## src/verilog/vga_pkg.sv

```systemverilog
`default_nettype none

package vga_pkg;

    // Signal widths
    localparam int COUNT_W = 11;
    localparam int RGB_W   = 12;                    // 4:4:4

    // 640x480 at 60 Hz from a 25 MHz pixel clock
    localparam logic [COUNT_W-1:0] H_ACTIVE     = 11'd640;
    localparam logic [COUNT_W-1:0] H_SYNC_START = 11'd656;
    localparam logic [COUNT_W-1:0] H_SYNC_END   = 11'd752;   // Exclusive
    localparam logic [COUNT_W-1:0] H_TOTAL      = 11'd800;

    localparam logic [COUNT_W-1:0] V_ACTIVE     = 11'd480;
    localparam logic [COUNT_W-1:0] V_SYNC_START = 11'd490;
    localparam logic [COUNT_W-1:0] V_SYNC_END   = 11'd492;   // Exclusive
    localparam logic [COUNT_W-1:0] V_TOTAL      = 11'd525;

    // Palette
    localparam logic [RGB_W-1:0] BLACK          = 12'h000;
    localparam logic [RGB_W-1:0] WHITE          = 12'hFFF;
    localparam logic [RGB_W-1:0] FIELD_RGB      = 12'h060;   // Green
    localparam logic [RGB_W-1:0] MENU_BG_RGB    = 12'h004;   // Dark blue
    localparam logic [RGB_W-1:0] MENU_TITLE_RGB = 12'hFF0;   // Yellow
    localparam logic [RGB_W-1:0] P1_RGB         = 12'hF00;   // Red
    localparam logic [RGB_W-1:0] P2_RGB         = 12'h0FF;   // Cyan

endpackage

`default_nettype wire

```

## src/verilog/game_pkg.sv

```systemverilog
`default_nettype none

package game_pkg;

    typedef enum logic [1:0] {
        START,
        GAME,
        PLAYER_1,
        PLAYER_2
    } state_t;

    // Title and banner box with exclusive upper edges
    localparam logic [vga_pkg::COUNT_W-1:0] BOX_X0 = 11'd192;
    localparam logic [vga_pkg::COUNT_W-1:0] BOX_X1 = 11'd448;
    localparam logic [vga_pkg::COUNT_W-1:0] BOX_Y0 = 11'd160;
    localparam logic [vga_pkg::COUNT_W-1:0] BOX_Y1 = 11'd224;

    // Playing field
    localparam logic [vga_pkg::COUNT_W-1:0] BORDER_W = 11'd8;
    localparam logic [vga_pkg::COUNT_W-1:0] MID_X0   = 11'd316;
    localparam logic [vga_pkg::COUNT_W-1:0] MID_X1   = 11'd324;   // Exclusive

endpackage

`default_nettype wire

```

## src/verilog/draw_bg.sv

```systemverilog
`timescale 1ns/1ns
`default_nettype none

module draw_bg import vga_pkg::*, game_pkg::*; (
    input  logic               clk,
    input  logic               rst,
    input  logic [COUNT_W-1:0] in_hcount,
    input  logic [COUNT_W-1:0] in_vcount,
    input  logic               in_hblnk,
    input  logic               in_vblnk,
    input  logic               in_hsync,
    input  logic               in_vsync,
    input  logic [RGB_W-1:0]   in_rgb,
    output logic [COUNT_W-1:0] out_hcount,
    output logic [COUNT_W-1:0] out_vcount,
    output logic               out_hblnk,
    output logic               out_vblnk,
    output logic               out_hsync,
    output logic               out_vsync,
    output logic [RGB_W-1:0]   out_rgb
);

    logic             on_border;
    logic             on_mid;
    logic [RGB_W-1:0] rgb_nxt;

    assign on_border = (in_hcount < BORDER_W) || (in_hcount >= H_ACTIVE - BORDER_W) ||
                       (in_vcount < BORDER_W) || (in_vcount >= V_ACTIVE - BORDER_W);

    // Dashes of 16 lines on, 16 off
    assign on_mid = (in_hcount >= MID_X0) && (in_hcount < MID_X1) && !in_vcount[4];

    always_comb begin
        if (in_hblnk || in_vblnk) begin
            rgb_nxt = BLACK;
        end else if (on_border || on_mid) begin
            rgb_nxt = WHITE;
        end else if (in_rgb != BLACK) begin
            rgb_nxt = in_rgb;
        end else begin
            rgb_nxt = FIELD_RGB;
        end
    end

    always_ff @(posedge clk) begin
        if (rst) begin
            out_hcount <= '0;
            out_vcount <= '0;
            out_hblnk  <= 1'b0;
            out_vblnk  <= 1'b0;
            out_hsync  <= 1'b0;
            out_vsync  <= 1'b0;
            out_rgb    <= '0;
        end else begin
            out_hcount <= in_hcount;
            out_vcount <= in_vcount;
            out_hblnk  <= in_hblnk;
            out_vblnk  <= in_vblnk;
            out_hsync  <= in_hsync;
            out_vsync  <= in_vsync;
            out_rgb    <= rgb_nxt;
        end
    end

endmodule

`default_nettype wire

```

## src/verilog/game_display_top.sv

```systemverilog
`timescale 1ns/1ns
`default_nettype none

module game_display_top import vga_pkg::*, game_pkg::*; (
    input  logic               clk,
    input  logic               rst,
    input  state_t             screen,
    output logic               vga_hsync,
    output logic               vga_vsync,
    output logic [RGB_W-1:0]   vga_rgb,
    output logic [COUNT_W-1:0] hcount,           // Position of the pixel on the pins
    output logic [COUNT_W-1:0] vcount,
    output logic               hblnk,
    output logic               vblnk
);

    logic [COUNT_W-1:0] tim_hcount;
    logic [COUNT_W-1:0] tim_vcount;
    logic               tim_hblnk;
    logic               tim_vblnk;
    logic               tim_hsync;
    logic               tim_vsync;

    vga_timing vga_timing_inst (
        .clk(clk),
        .rst(rst),
        .hcount(tim_hcount),
        .vcount(tim_vcount),
        .hblnk(tim_hblnk),
        .vblnk(tim_vblnk),
        .hsync(tim_hsync),
        .vsync(tim_vsync)
    );

    // Renderers start from a black picture
    screen_selector screen_selector_inst (
        .clk(clk),
        .rst(rst),
        .screen(screen),
        .in_hcount(tim_hcount),
        .in_vcount(tim_vcount),
        .in_hblnk(tim_hblnk),
        .in_vblnk(tim_vblnk),
        .in_hsync(tim_hsync),
        .in_vsync(tim_vsync),
        .in_rgb(BLACK),
        .out_hcount(hcount),
        .out_vcount(vcount),
        .out_hblnk(hblnk),
        .out_vblnk(vblnk),
        .out_hsync(vga_hsync),
        .out_vsync(vga_vsync),
        .out_rgb(vga_rgb)
    );

endmodule

`default_nettype wire

```

## src/verilog/main_menu.sv

```systemverilog
`timescale 1ns/1ns
`default_nettype none

module main_menu import vga_pkg::*, game_pkg::*; (
    input  logic               clk,
    input  logic               rst,
    input  logic [COUNT_W-1:0] in_hcount,
    input  logic [COUNT_W-1:0] in_vcount,
    input  logic               in_hblnk,
    input  logic               in_vblnk,
    input  logic               in_hsync,
    input  logic               in_vsync,
    input  logic [RGB_W-1:0]   in_rgb,
    output logic [COUNT_W-1:0] out_hcount,
    output logic [COUNT_W-1:0] out_vcount,
    output logic               out_hblnk,
    output logic               out_vblnk,
    output logic               out_hsync,
    output logic               out_vsync,
    output logic [RGB_W-1:0]   out_rgb
);

    logic             in_box;
    logic [RGB_W-1:0] rgb_nxt;

    assign in_box = (in_hcount >= BOX_X0) && (in_hcount < BOX_X1) &&
                    (in_vcount >= BOX_Y0) && (in_vcount < BOX_Y1);

    always_comb begin
        if (in_hblnk || in_vblnk) begin
            rgb_nxt = BLACK;
        end else if (in_box) begin
            rgb_nxt = MENU_TITLE_RGB;                // Title box
        end else if (in_rgb != BLACK) begin
            rgb_nxt = in_rgb;                        // Incoming picture shows through
        end else begin
            rgb_nxt = MENU_BG_RGB;
        end
    end

    always_ff @(posedge clk) begin
        if (rst) begin
            out_hcount <= '0;
            out_vcount <= '0;
            out_hblnk  <= 1'b0;
            out_vblnk  <= 1'b0;
            out_hsync  <= 1'b0;
            out_vsync  <= 1'b0;
            out_rgb    <= '0;
        end else begin
            out_hcount <= in_hcount;
            out_vcount <= in_vcount;
            out_hblnk  <= in_hblnk;
            out_vblnk  <= in_vblnk;
            out_hsync  <= in_hsync;
            out_vsync  <= in_vsync;
            out_rgb    <= rgb_nxt;
        end
    end

endmodule

`default_nettype wire

```

## src/verilog/screen_selector.sv

```systemverilog
`timescale 1ns/1ns
`default_nettype none

module screen_selector import vga_pkg::*, game_pkg::*; (
    input  logic               clk,
    input  logic               rst,
    input  state_t             screen,
    input  logic [COUNT_W-1:0] in_hcount,
    input  logic [COUNT_W-1:0] in_vcount,
    input  logic               in_hblnk,
    input  logic               in_vblnk,
    input  logic               in_hsync,
    input  logic               in_vsync,
    input  logic [RGB_W-1:0]   in_rgb,
    output logic [COUNT_W-1:0] out_hcount,
    output logic [COUNT_W-1:0] out_vcount,
    output logic               out_hblnk,
    output logic               out_vblnk,
    output logic               out_hsync,
    output logic               out_vsync,
    output logic [RGB_W-1:0]   out_rgb
);

    // One stream per renderer
    logic [COUNT_W-1:0] start_hcount, game_hcount, p1_hcount, p2_hcount;
    logic [COUNT_W-1:0] start_vcount, game_vcount, p1_vcount, p2_vcount;
    logic               start_hblnk, game_hblnk, p1_hblnk, p2_hblnk;
    logic               start_vblnk, game_vblnk, p1_vblnk, p2_vblnk;
    logic               start_hsync, game_hsync, p1_hsync, p2_hsync;
    logic               start_vsync, game_vsync, p1_vsync, p2_vsync;
    logic [RGB_W-1:0]   start_rgb, game_rgb, p1_rgb, p2_rgb;

    // Selected stream
    logic [COUNT_W-1:0] hcount_nxt;
    logic [COUNT_W-1:0] vcount_nxt;
    logic               hblnk_nxt;
    logic               vblnk_nxt;
    logic               hsync_nxt;
    logic               vsync_nxt;
    logic [RGB_W-1:0]   rgb_nxt;

    main_menu main_menu_inst (
        .clk(clk), .rst(rst),
        .in_hcount(in_hcount), .in_vcount(in_vcount),
        .in_hblnk(in_hblnk), .in_vblnk(in_vblnk),
        .in_hsync(in_hsync), .in_vsync(in_vsync), .in_rgb(in_rgb),
        .out_hcount(start_hcount), .out_vcount(start_vcount),
        .out_hblnk(start_hblnk), .out_vblnk(start_vblnk),
        .out_hsync(start_hsync), .out_vsync(start_vsync), .out_rgb(start_rgb)
    );

    draw_bg draw_bg_inst (
        .clk(clk), .rst(rst),
        .in_hcount(in_hcount), .in_vcount(in_vcount),
        .in_hblnk(in_hblnk), .in_vblnk(in_vblnk),
        .in_hsync(in_hsync), .in_vsync(in_vsync), .in_rgb(in_rgb),
        .out_hcount(game_hcount), .out_vcount(game_vcount),
        .out_hblnk(game_hblnk), .out_vblnk(game_vblnk),
        .out_hsync(game_hsync), .out_vsync(game_vsync), .out_rgb(game_rgb)
    );

    win_screen #(.win_rgb(P1_RGB)) win_p1_inst (
        .clk(clk), .rst(rst),
        .in_hcount(in_hcount), .in_vcount(in_vcount),
        .in_hblnk(in_hblnk), .in_vblnk(in_vblnk),
        .in_hsync(in_hsync), .in_vsync(in_vsync), .in_rgb(in_rgb),
        .out_hcount(p1_hcount), .out_vcount(p1_vcount),
        .out_hblnk(p1_hblnk), .out_vblnk(p1_vblnk),
        .out_hsync(p1_hsync), .out_vsync(p1_vsync), .out_rgb(p1_rgb)
    );

    win_screen #(.win_rgb(P2_RGB)) win_p2_inst (
        .clk(clk), .rst(rst),
        .in_hcount(in_hcount), .in_vcount(in_vcount),
        .in_hblnk(in_hblnk), .in_vblnk(in_vblnk),
        .in_hsync(in_hsync), .in_vsync(in_vsync), .in_rgb(in_rgb),
        .out_hcount(p2_hcount), .out_vcount(p2_vcount),
        .out_hblnk(p2_hblnk), .out_vblnk(p2_vblnk),
        .out_hsync(p2_hsync), .out_vsync(p2_vsync), .out_rgb(p2_rgb)
    );

    // All four encodings are screens
    always_comb begin
        case (screen)
            START: begin
                hcount_nxt = start_hcount;
                vcount_nxt = start_vcount;
                hblnk_nxt  = start_hblnk;
                vblnk_nxt  = start_vblnk;
                hsync_nxt  = start_hsync;
                vsync_nxt  = start_vsync;
                rgb_nxt    = start_rgb;
            end
            GAME: begin
                hcount_nxt = game_hcount;
                vcount_nxt = game_vcount;
                hblnk_nxt  = game_hblnk;
                vblnk_nxt  = game_vblnk;
                hsync_nxt  = game_hsync;
                vsync_nxt  = game_vsync;
                rgb_nxt    = game_rgb;
            end
            PLAYER_1: begin
                hcount_nxt = p1_hcount;
                vcount_nxt = p1_vcount;
                hblnk_nxt  = p1_hblnk;
                vblnk_nxt  = p1_vblnk;
                hsync_nxt  = p1_hsync;
                vsync_nxt  = p1_vsync;
                rgb_nxt    = p1_rgb;
            end
            PLAYER_2: begin
                hcount_nxt = p2_hcount;
                vcount_nxt = p2_vcount;
                hblnk_nxt  = p2_hblnk;
                vblnk_nxt  = p2_vblnk;
                hsync_nxt  = p2_hsync;
                vsync_nxt  = p2_vsync;
                rgb_nxt    = p2_rgb;
            end
        endcase
    end

    always_ff @(posedge clk) begin
        if (rst) begin
            out_hcount <= '0;
            out_vcount <= '0;
            out_hblnk  <= 1'b0;
            out_vblnk  <= 1'b0;
            out_hsync  <= 1'b0;
            out_vsync  <= 1'b0;
            out_rgb    <= '0;
        end else begin
            out_hcount <= hcount_nxt;
            out_vcount <= vcount_nxt;
            out_hblnk  <= hblnk_nxt;
            out_vblnk  <= vblnk_nxt;
            out_hsync  <= hsync_nxt;
            out_vsync  <= vsync_nxt;
            out_rgb    <= rgb_nxt;
        end
    end

endmodule

`default_nettype wire

```

## src/verilog/vga_timing.sv

```systemverilog
`timescale 1ns/1ns
`default_nettype none

module vga_timing import vga_pkg::*; (
    input  logic               clk,
    input  logic               rst,
    output logic [COUNT_W-1:0] hcount,
    output logic [COUNT_W-1:0] vcount,
    output logic               hblnk,
    output logic               vblnk,
    output logic               hsync,
    output logic               vsync
);

    logic               run;             // Low until the first pixel after reset
    logic [COUNT_W-1:0] hcount_nxt;
    logic [COUNT_W-1:0] vcount_nxt;

    always_comb begin
        hcount_nxt = '0;
        vcount_nxt = '0;
        if (run) begin
            vcount_nxt = vcount;
            if (hcount == H_TOTAL - 1'b1) begin
                if (vcount == V_TOTAL - 1'b1) begin
                    vcount_nxt = '0;
                end else begin
                    vcount_nxt = vcount + 1'b1;
                end
            end else begin
                hcount_nxt = hcount + 1'b1;
            end
        end
    end

    // Blank and sync decoded from the next count so they line up with it
    always_ff @(posedge clk) begin
        if (rst) begin
            run    <= 1'b0;
            hcount <= '0;
            vcount <= '0;
            hblnk  <= 1'b0;
            vblnk  <= 1'b0;
            hsync  <= 1'b0;
            vsync  <= 1'b0;
        end else begin
            run    <= 1'b1;
            hcount <= hcount_nxt;
            vcount <= vcount_nxt;
            hblnk  <= (hcount_nxt >= H_ACTIVE);
            vblnk  <= (vcount_nxt >= V_ACTIVE);
            hsync  <= ~((hcount_nxt >= H_SYNC_START) && (hcount_nxt < H_SYNC_END));
            vsync  <= ~((vcount_nxt >= V_SYNC_START) && (vcount_nxt < V_SYNC_END));
        end
    end

endmodule

`default_nettype wire

```

## src/verilog/win_screen.sv

```systemverilog
`timescale 1ns/1ns
`default_nettype none

module win_screen import vga_pkg::*, game_pkg::*; #(
    parameter logic [RGB_W-1:0] win_rgb = P1_RGB    // Banner colour
) (
    input  logic               clk,
    input  logic               rst,
    input  logic [COUNT_W-1:0] in_hcount,
    input  logic [COUNT_W-1:0] in_vcount,
    input  logic               in_hblnk,
    input  logic               in_vblnk,
    input  logic               in_hsync,
    input  logic               in_vsync,
    input  logic [RGB_W-1:0]   in_rgb,
    output logic [COUNT_W-1:0] out_hcount,
    output logic [COUNT_W-1:0] out_vcount,
    output logic               out_hblnk,
    output logic               out_vblnk,
    output logic               out_hsync,
    output logic               out_vsync,
    output logic [RGB_W-1:0]   out_rgb
);

    logic             in_box;
    logic [RGB_W-1:0] rgb_nxt;

    assign in_box = (in_hcount >= BOX_X0) && (in_hcount < BOX_X1) &&
                    (in_vcount >= BOX_Y0) && (in_vcount < BOX_Y1);

    always_comb begin
        if (in_hblnk || in_vblnk) begin
            rgb_nxt = BLACK;
        end else if (in_box) begin
            rgb_nxt = win_rgb;
        end else begin
            rgb_nxt = in_rgb;                        // Banner overlays the incoming picture
        end
    end

    always_ff @(posedge clk) begin
        if (rst) begin
            out_hcount <= '0;
            out_vcount <= '0;
            out_hblnk  <= 1'b0;
            out_vblnk  <= 1'b0;
            out_hsync  <= 1'b0;
            out_vsync  <= 1'b0;
            out_rgb    <= '0;
        end else begin
            out_hcount <= in_hcount;
            out_vcount <= in_vcount;
            out_hblnk  <= in_hblnk;
            out_vblnk  <= in_vblnk;
            out_hsync  <= in_hsync;
            out_vsync  <= in_vsync;
            out_rgb    <= rgb_nxt;
        end
    end

endmodule

`default_nettype wire
```

## config.mk

```make
export PLATFORM = sky130hd
export DESIGN_NAME = game_display_top
export DESIGN_NICKNAME = d
export VERILOG_FILES = /design/src/verilog/vga_pkg.sv /design/src/verilog/game_pkg.sv /design/src/verilog/draw_bg.sv /design/src/verilog/game_display_top.sv /design/src/verilog/main_menu.sv /design/src/verilog/screen_selector.sv /design/src/verilog/vga_timing.sv /design/src/verilog/win_screen.sv
export SDC_FILE = /design/constraint.sdc
export NUM_CORES = 1
export LEC_CHECK = 0
export ABC_AREA = 1
export BUFFER_PORTS_ARGS = -buffer_cell sky130_fd_sc_hd__buf_4
export CELL_PAD_IN_SITES_DETAIL_PLACEMENT = 0
export CELL_PAD_IN_SITES_GLOBAL_PLACEMENT = 1
export CORE_MARGIN = 10
export CORE_UTILIZATION = 48
export CTS_BUF_LIST = sky130_fd_sc_hd__clkbuf_8
export DETAILED_ROUTE_END_ITERATION = 12
export PLACE_DENSITY = 0.81
export SLEW_MARGIN = 10
export SYNTH_ARGS = -nofsm -noshare
export SYNTH_HDL_FRONTEND = slang
export SYNTH_HIERARCHICAL = 1
export SYNTH_SLANG_ARGS = --single-unit
```

## constraint.sdc

```tcl
create_clock -name clk -period 2.1 [get_ports clk]
set_input_delay 0.42 -clock clk [delete_from_list [all_inputs] [get_ports clk]]
set_output_delay 0.42 -clock clk [all_outputs]
set_load 0.02 [all_outputs]
```

==> results of run 1 <==
==> critical path, cell delays in order (launching register included) <==
cell	delay, ps
dfxtp_1	430
ha_1	340
nand3_1	170
o21ai_0	190
nand2_1	70
nand2_1	60
nand2_1	60
nor2_1	90
nand2_1	60
nor2_1	140
nand3_1	90
nand2_1	60
inv_1	40
==> cell families after synthesis <==
family / count (synthesis)
xor+xnor: 1
flops: 217
buf+inv: 256
compound gates: 75
fa+ha+maj: 3
simple gates: 669
other cells: 1
==> sequential cells by signal, summed over array words and instances (netlist names), 12 cells and up <==
name,cells
screen_selector_inst/draw_bg_inst/out_rgb,12
screen_selector_inst/out_rgb,12
screen_selector_inst/win_p1_inst/out_rgb,12
screen_selector_inst/win_p2_inst/out_rgb,12
screen_selector_inst/main_menu_inst/out_rgb,12
==> cell usage after synthesis <==
master      n
conb_1      1
nor2_1    270
clkbuf_2    1
or2_0       1
clkinv_1    1
inv_1     191
o211ai_1    1
buf_2      25
nand3_4     1
buf_4      10
a21oi_2     9
o21ai_1    16
nand4_1    18
inv_2      10
a31oi_1     1
clkbuf_1    8
nor4_1      1
nand2_4     2
nand3_2     2
nor3b_1     1
nor3_4      2
nand2_2    10
xnor2_1     1
a21oi_1    17
ha_1        3
nor2_2     11
nor2_4      5
nand2_1   200
o21ai_0    30
nor3_1      9
buf_1       2
nand4_2     1
nand3_1   135
dfxtp_1   217
buf_6       8
o21bai_1    1
==> final timing paths <==
check                                                            startpoint                                                         to  slack, ps  cells past startpoint
setup / recovery                       vga_timing_inst/vcount[1]$_SDFF_PP0_                           vga_timing_inst/vsync$_SDFF_PP0_        200                     12
hold / removal                                                          rst  screen_selector_inst/main_menu_inst/out_rgb[2]$_SDFF_PP0_        320                      4
setup reg to reg                       vga_timing_inst/vcount[1]$_SDFF_PP0_                           vga_timing_inst/vsync$_SDFF_PP0_        200                     12
hold reg to reg   screen_selector_inst/main_menu_inst/out_rgb[8]$_SDFF_PP0_                 screen_selector_inst/out_rgb[8]$_SDFF_PP0_        480                      2
==> per-stage QoR <==
stage | setup WS (ps) | total power, µW | hold WS (ps) | std cells
after floorplan | 434.9 | 4712 | 429.4 | 1283
after global placement | 271.3 | 4874 | 462.8 | 1528
after detailed placement | 218.4 | 4879 | 470.7 | 1528
after CTS | 211.9 | 8621 | 295.4 | 1589
after global routing | 16.34 | 8872 | 320.3 | 1589
final | 195.3 | 8504 | 323.8 | 1589
==> where the power goes <==
part | switching, µW | internal (µW) | leakage [µW]
combinational | 360 | 172 | 0.00255
clock | 1600 | 2120 | 0.000408
sequential | 32.4 | 4220 | 0.00177
==> cell type report <==
class	count	area, µm²	share of cell area
Sequential cell	217	4344	0.4210
Multi-Input combinational cell	810	3607	0.3495
Inverter	202	758.2	0.07347
Clock buffer	47	646.9	0.06268
Timing Repair Buffer	70	588.1	0.05698
Tap cell	229	286.5	0.02776
Clock inverter	14	88.84	0.008608
==> per-layer routing <==
layer | vias up | track usage | wire length [µm]
met2 | 132 | 0.2448 | 8397
met1 | 3098 | 0.2357 | 10450
met4 | 0 | 0.04545 | 372
li1 | 3886 | - | -
met5 | - | 0 | 0
met3 | 38 | 0.03915 | 967
==> summary.txt, run 1 <==
Outcome
  – Status: finished, final reports clean

Power
  – Lkg Pwr: 0.004730 µW
  – Maximum vdd drop: 0.6573 mV
  – PD cells: 824.0 nW/µm²

Global route
  – All-Layer GR Usage: 0.1658
  – Largest net degree at the start of global routing: 75
  – Number of global-route vias before repair: 6522
  – Grt total ovfl: 0
  – Global-route wire length before repair: 33170 µm
  – Initial antenna violation count: 0

Synth
  – Top cells by area, synth: dfxtp_1, nor2_1, nand2_1
  – Post-Syn Instances: 1222
  – Largest family of logic cells by synthesized area: simple AND/OR/NAND/NOR gates
  – Synth area leader: dfxtp_1
  – Simple-gate share of the synthesized area: 0.3303
  – Mux cell area share after synthesis: 0
  – Post-synth cell types: 36
  – Share of the yosys chip area belonging to registers: 0.4930
  – Yosys top cell area share: 0.4930
  – Ys Warns: 6
  – Post-Synth XOR/XNOR Area: 0.0009940
  – Syn Area/Cell: 7.210 µm²
  – Synth Register Bits: 217
  – Post-synthesis cell area: 8811 µm²
  – Post-synthesis compound-gate area fraction: 0.04715
  – Adder-cell share of the synthesized area: 0.004260

Worst setup path
  – CP Class: reg2reg
  – Worst-path fanout max: 7
  – Crit path DAT: 2320 ps
  – Crit end category: register
  – CP startpoint kind: register
  – CP required: 2510 ps

CTS
  – Worst skew pair latency: 520 ps
  – TritonCTS clock tree: yes
  – Count of hold buffers inserted by post-cts repair: 0
  – Clock Tree Root: clkbuf_8
  – # Post-CTS Setup Buffers: 0
  – Clock buffers created by TritonCTS: 36
  – Post-cts resize count: 0
  – Number of H-tree levels: 2
  – CTS clk-pin slew, worst paths: 60 ps
  – Clock Tree Buf Depth: 3
  – CTS sink count: 217

Cells and area
  – Commonest non-fill, non-tap cell in the layout: nor2_1
  – Filler Cell Count: 1762
  – Design Area, Final: 10320 µm²
  – Diodes inserted: 0
  – Area growth syn-to-layout: 17.13%
  – Most frequent cells in the layout: nor2_1, dfxtp_1, inv_1
  – Ratio of cells with drive above 1 in the final layout: 0.1294
  – Fin nets: 1344
  – Util after Layout: 0.5725

Drt
  – First drt pass iteration count: 5
  – Post-Route WL: 20190 µm
  – Antenna Nets Post-Route: 0
  – Iteration-0 DRC Markers: 382
  – Post-DR wirelength/cell: 12.71 µm
  – DR vias/cell: 4.502
  – Vias: 7154
  – DRC viols: 0

Timing
  – Final Setup Violations: 0
  – Max Freq: 525.0 MHz
  – Final period util: 0.9070
  – RSZ-0062 raised after global routing: false
  – Clock skew: 17.66 ps
  – Min Clock Period, post-route: 1905 ps
  – Pins Over Slew Limit: 0
  – Least-Margin Pin Slew: 738.6 ps
  – Post-route setup TNS: 0 ps
  – Relative slew slack: 0.5076
  – Fin. Hold Viols: 0

Placement
  – DP HPWL: 13210 µm
  – Placement Cell Area: 9584 µm²
  – Gpl congestion: 0.8625
  – PortBufs: 41

Floorplanning
  – # IOs: 42
  – Die width: 155.5 µm
  – Num rows: 49
  – Die Height: 155.5 µm
  – Core area: 18020 µm²
  – Initial Util: 0.4888
  – Full die area: 24180 µm²

Job
  – Max Cap Viol: 0

Worst hold path
  – Hold Path Class: in2reg
Note: power is estimated with default switching activity, not from simulation.
==> inputs of run 2 (changes only) <==
--- a/config.mk
+++ b/config.mk
@@ -10,10 +10,10 @@
 export CELL_PAD_IN_SITES_DETAIL_PLACEMENT = 0
 export CELL_PAD_IN_SITES_GLOBAL_PLACEMENT = 1
 export CORE_MARGIN = 10
-export CORE_UTILIZATION = 48
+export CORE_UTILIZATION = 35
 export CTS_BUF_LIST = sky130_fd_sc_hd__clkbuf_8
 export DETAILED_ROUTE_END_ITERATION = 12
-export PLACE_DENSITY = 0.81
+export PLACE_DENSITY = 0.61
 export SLEW_MARGIN = 10
 export SYNTH_ARGS = -nofsm -noshare
 export SYNTH_HDL_FRONTEND = slang
==> run 2 against run 1 <==
- design area is 2.4% higher
- fmax is 1.8% higher
- first-iteration DRC count is 10% higher
- sequential power hardly changed
==> summary.txt, run 2 (synthesized netlist as in run 1, its figures left out) <==
Floorplanning
  – Num rows: 58 (+18%)
  – Die width: 178.7 µm (+15%)
  – Full die area: 31920 µm² (+32%)
  – Initial Util: 0.3529 (-0.1359)
  – Die Height: 178.7 µm (+15%)
  – # IOs: 42 (unchanged)
  – Core area: 24960 µm² (+38%)

Worst setup path
  – Crit-path most repeated cell: nand2_1
  – Crit end category: register
  – Critical path's slowest cell: dfxtp_1
  – Crit path DAT: 2300 ps (-20 ps)
  – Bufs and invs on worst path: 1 (unchanged)
  – Crit-path cells: ha_2 > nand3_1 > nor2_4 > nand2_4 > nand2_1 > nand2_1 > nor2_1 > nand2_1 > nor2_1 > nand3_1 > nand2_1 > inv_1
  – Worst-path fanout max: 8 (+1)
  – CP required: 2520 ps (about the same)
  – CP max stage delay: 400 ps (-30 ps)
  – CP startpoint kind: register
  – Crit-path leading delay family: simple AND/OR/NAND/NOR gates
  – CP Class: reg2reg

Global route
  – Largest net degree at the start of global routing: 77 (+2.7%)
  – Number of global-route vias before repair: 6932 (+6.3%)
  – Grt total ovfl: 0 (unchanged)
  – Global-route wire length before repair: 36920 µm (+11%)
  – All-Layer GR Usage: 0.1434 (-0.02237)
  – Initial antenna violation count: 1 (+1)

Timing
  – RSZ-0062 raised after global routing: false
  – Pins Over Slew Limit: 0 (unchanged)
  – Final period util: 0.8912 (-0.01577)
  – Least-Margin Pin Slew: 508.2 ps (-230.3 ps)
  – Final Setup Violations: 0 (unchanged)
  – Post-route setup TNS: 0 ps (unchanged)
  – Fin. Hold Viols: 0 (unchanged)
  – Max Freq: 534.3 MHz (+1.8%)
  – Min Clock Period, post-route: 1872 ps (-33.11 ps)
  – Clock skew: 14.48 ps (-3.177 ps)
  – Relative slew slack: 0.6612 (+0.1536)
  – Setup ws final: 228.4 ps (+33.11 ps)

CTS
  – Worst skew pair latency: 530 ps (about the same)
  – Number of H-tree levels: 2 (unchanged)
  – CTS clk-pin slew, worst paths: 60 ps (about the same)
  – Clock Tree Root: clkbuf_8
  – TritonCTS clock tree: yes
  – Post-cts resize count: 0 (unchanged)
  – CTS sink count: 217 (unchanged)
  – Count of hold buffers inserted by post-cts repair: 0 (unchanged)
  – Clock buffers created by TritonCTS: 39 (+8.3%)
  – # Post-CTS Setup Buffers: 0 (unchanged)
  – Clock Tree Buf Depth: 3 (unchanged)

Power
  – Power Total: 8741 µW (+2.8%)
  – Lkg Pwr: 0.004800 µW (+1.5%)
  – PD cells: 827.4 nW/µm² (+0.41%)
  – Maximum vdd drop: 0.3881 mV (-41%)

Placement
  – PortBufs: 41 (unchanged)
  – DP HPWL: 14990 µm (+14%)
  – Gpl congestion: 0.8088 (-6.2%)
  – Post-Place Setup Slack: 204.2 ps (-14.15 ps)

Cells and area
  – Commonest non-fill, non-tap cell in the layout: nor2_1
  – Area occupied by multi-input gates: 3610 µm² (about the same)
  – FF/Latch Area: 4344 µm² (unchanged)
  – Ratio of cells with drive above 1 in the final layout: 0.1417 (+0.01230)
  – Filler Cell Count: 2699 (+53%)
  – Most frequent cells in the layout: nor2_1, dfxtp_1, nand2_1
  – Diodes inserted: 0 (unchanged)
  – Area growth syn-to-layout: 19.90%
  – Fin nets: 1356 (+0.89%)

Worst hold path
  – Hold Path Class: in2reg

Drt
  – DRC viols: 0 (unchanged)
  – First drt pass iteration count: 5 (unchanged)
  – Antenna Nets Post-Route: 0 (unchanged)
  – Max Used Layer: met4
  – Post-DR wirelength/cell: 13.14 µm (+3.4%)
  – Metal-1 WL: 11430 µm (+9.4%)
  – Wire length on met2: 9641 µm (+15%)
  – WL met3: 972 µm (+0.52%)
  – DR vias/cell: 4.238 (-5.9%)
  – Iteration-0 DRC Markers: 421 (+10%)
  – Post-Route WL: 22420 µm (+11%)
  – Vias: 7230 (+1.1%)

Outcome
  – Status: finished, final reports clean

Job
  – Max Cap Viol: 0 (unchanged)
run 2: cell types whose count changed in the layout (fill, tap and decap cells not counted):
cell,delta
clkinv_2,+4
clkbuf_8,+5
inv_6,+1
buf_4,+10
buf_12,-1
ha_1,-1
inv_1,-2
ha_2,+1
bufinv_16,-1
run 2: metrics by stage:
stage | hold slack [ps] | instance area, µm² | instances | utilization
after floorplan | 429.4 | 9040 | 1283 | -
after global placement | 467.8 | 9766 | 1638 | 0.3912
after detailed placement | 472.1 | 9766 | 1638 | 0.3912
after CTS | 116.9 | 10560 | 1706 | 0.4231
after global routing | 152.6 | 10560 | 1706 | 0.4232
final | 158.7 | 10560 | 1706 | 0.4232
run 2: where the power goes:
| part | internal (µW) | switching [µW] | total [µW] |
|---|---|---|---|
| clock | 2210 | 1730 | 3940 |
| combinational | 174 | 371 | 546 |
| sequential | 4220 | 32.0 | 4260 |
run 2: area by class of cell:
class / instances / share of cell area
flip-flops and latches: 217 / 0.4112
multi-input cells: 810 / 0.3417
inverters: 202 / 0.07178
clock buffers: 52 / 0.06775
repair buffers: 79 / 0.06088
well taps: 330 / 0.03909
clock inverters: 16 / 0.007580
run 2: per-layer routing:
| metal | global-route usage | vias up |
|---|---|---|
| met2 | 0.2205 | 98 |
| met3 | 0.02906 | 31 |
| met5 | 0 | - |
| li1 | - | 3916 |
| met1 | 0.1991 | 3185 |
| met4 | 0.04134 | 0 |
run 2: worst register-to-register path: cells and delay by family, from the launching register on:
family,cells,cell delay [ps]
adder cells (fa/ha/maj),1,260
buffers and inverters,1,40
flip-flops,1,400
AND/OR/NAND/NOR,10,1050
run 2: worst paths after layout:
path | to | cells past startpoint | startpoint | slack [ps]
hold / removal | screen_selector_inst/draw_bg_inst/out_hsync$_SDFF_PP0_ | 2 | rst | 160
setup / recovery | vga_timing_inst/vsync$_SDFF_PP0_ | 12 | vga_timing_inst/hcount[1]$_SDFF_PP0_ | 230
setup reg to reg | vga_timing_inst/vsync$_SDFF_PP0_ | 12 | vga_timing_inst/hcount[1]$_SDFF_PP0_ | 230
hold reg to reg | screen_selector_inst/main_menu_inst/out_vsync$_SDFF_PP0_ | 2 | vga_timing_inst/vsync$_SDFF_PP0_ | 480
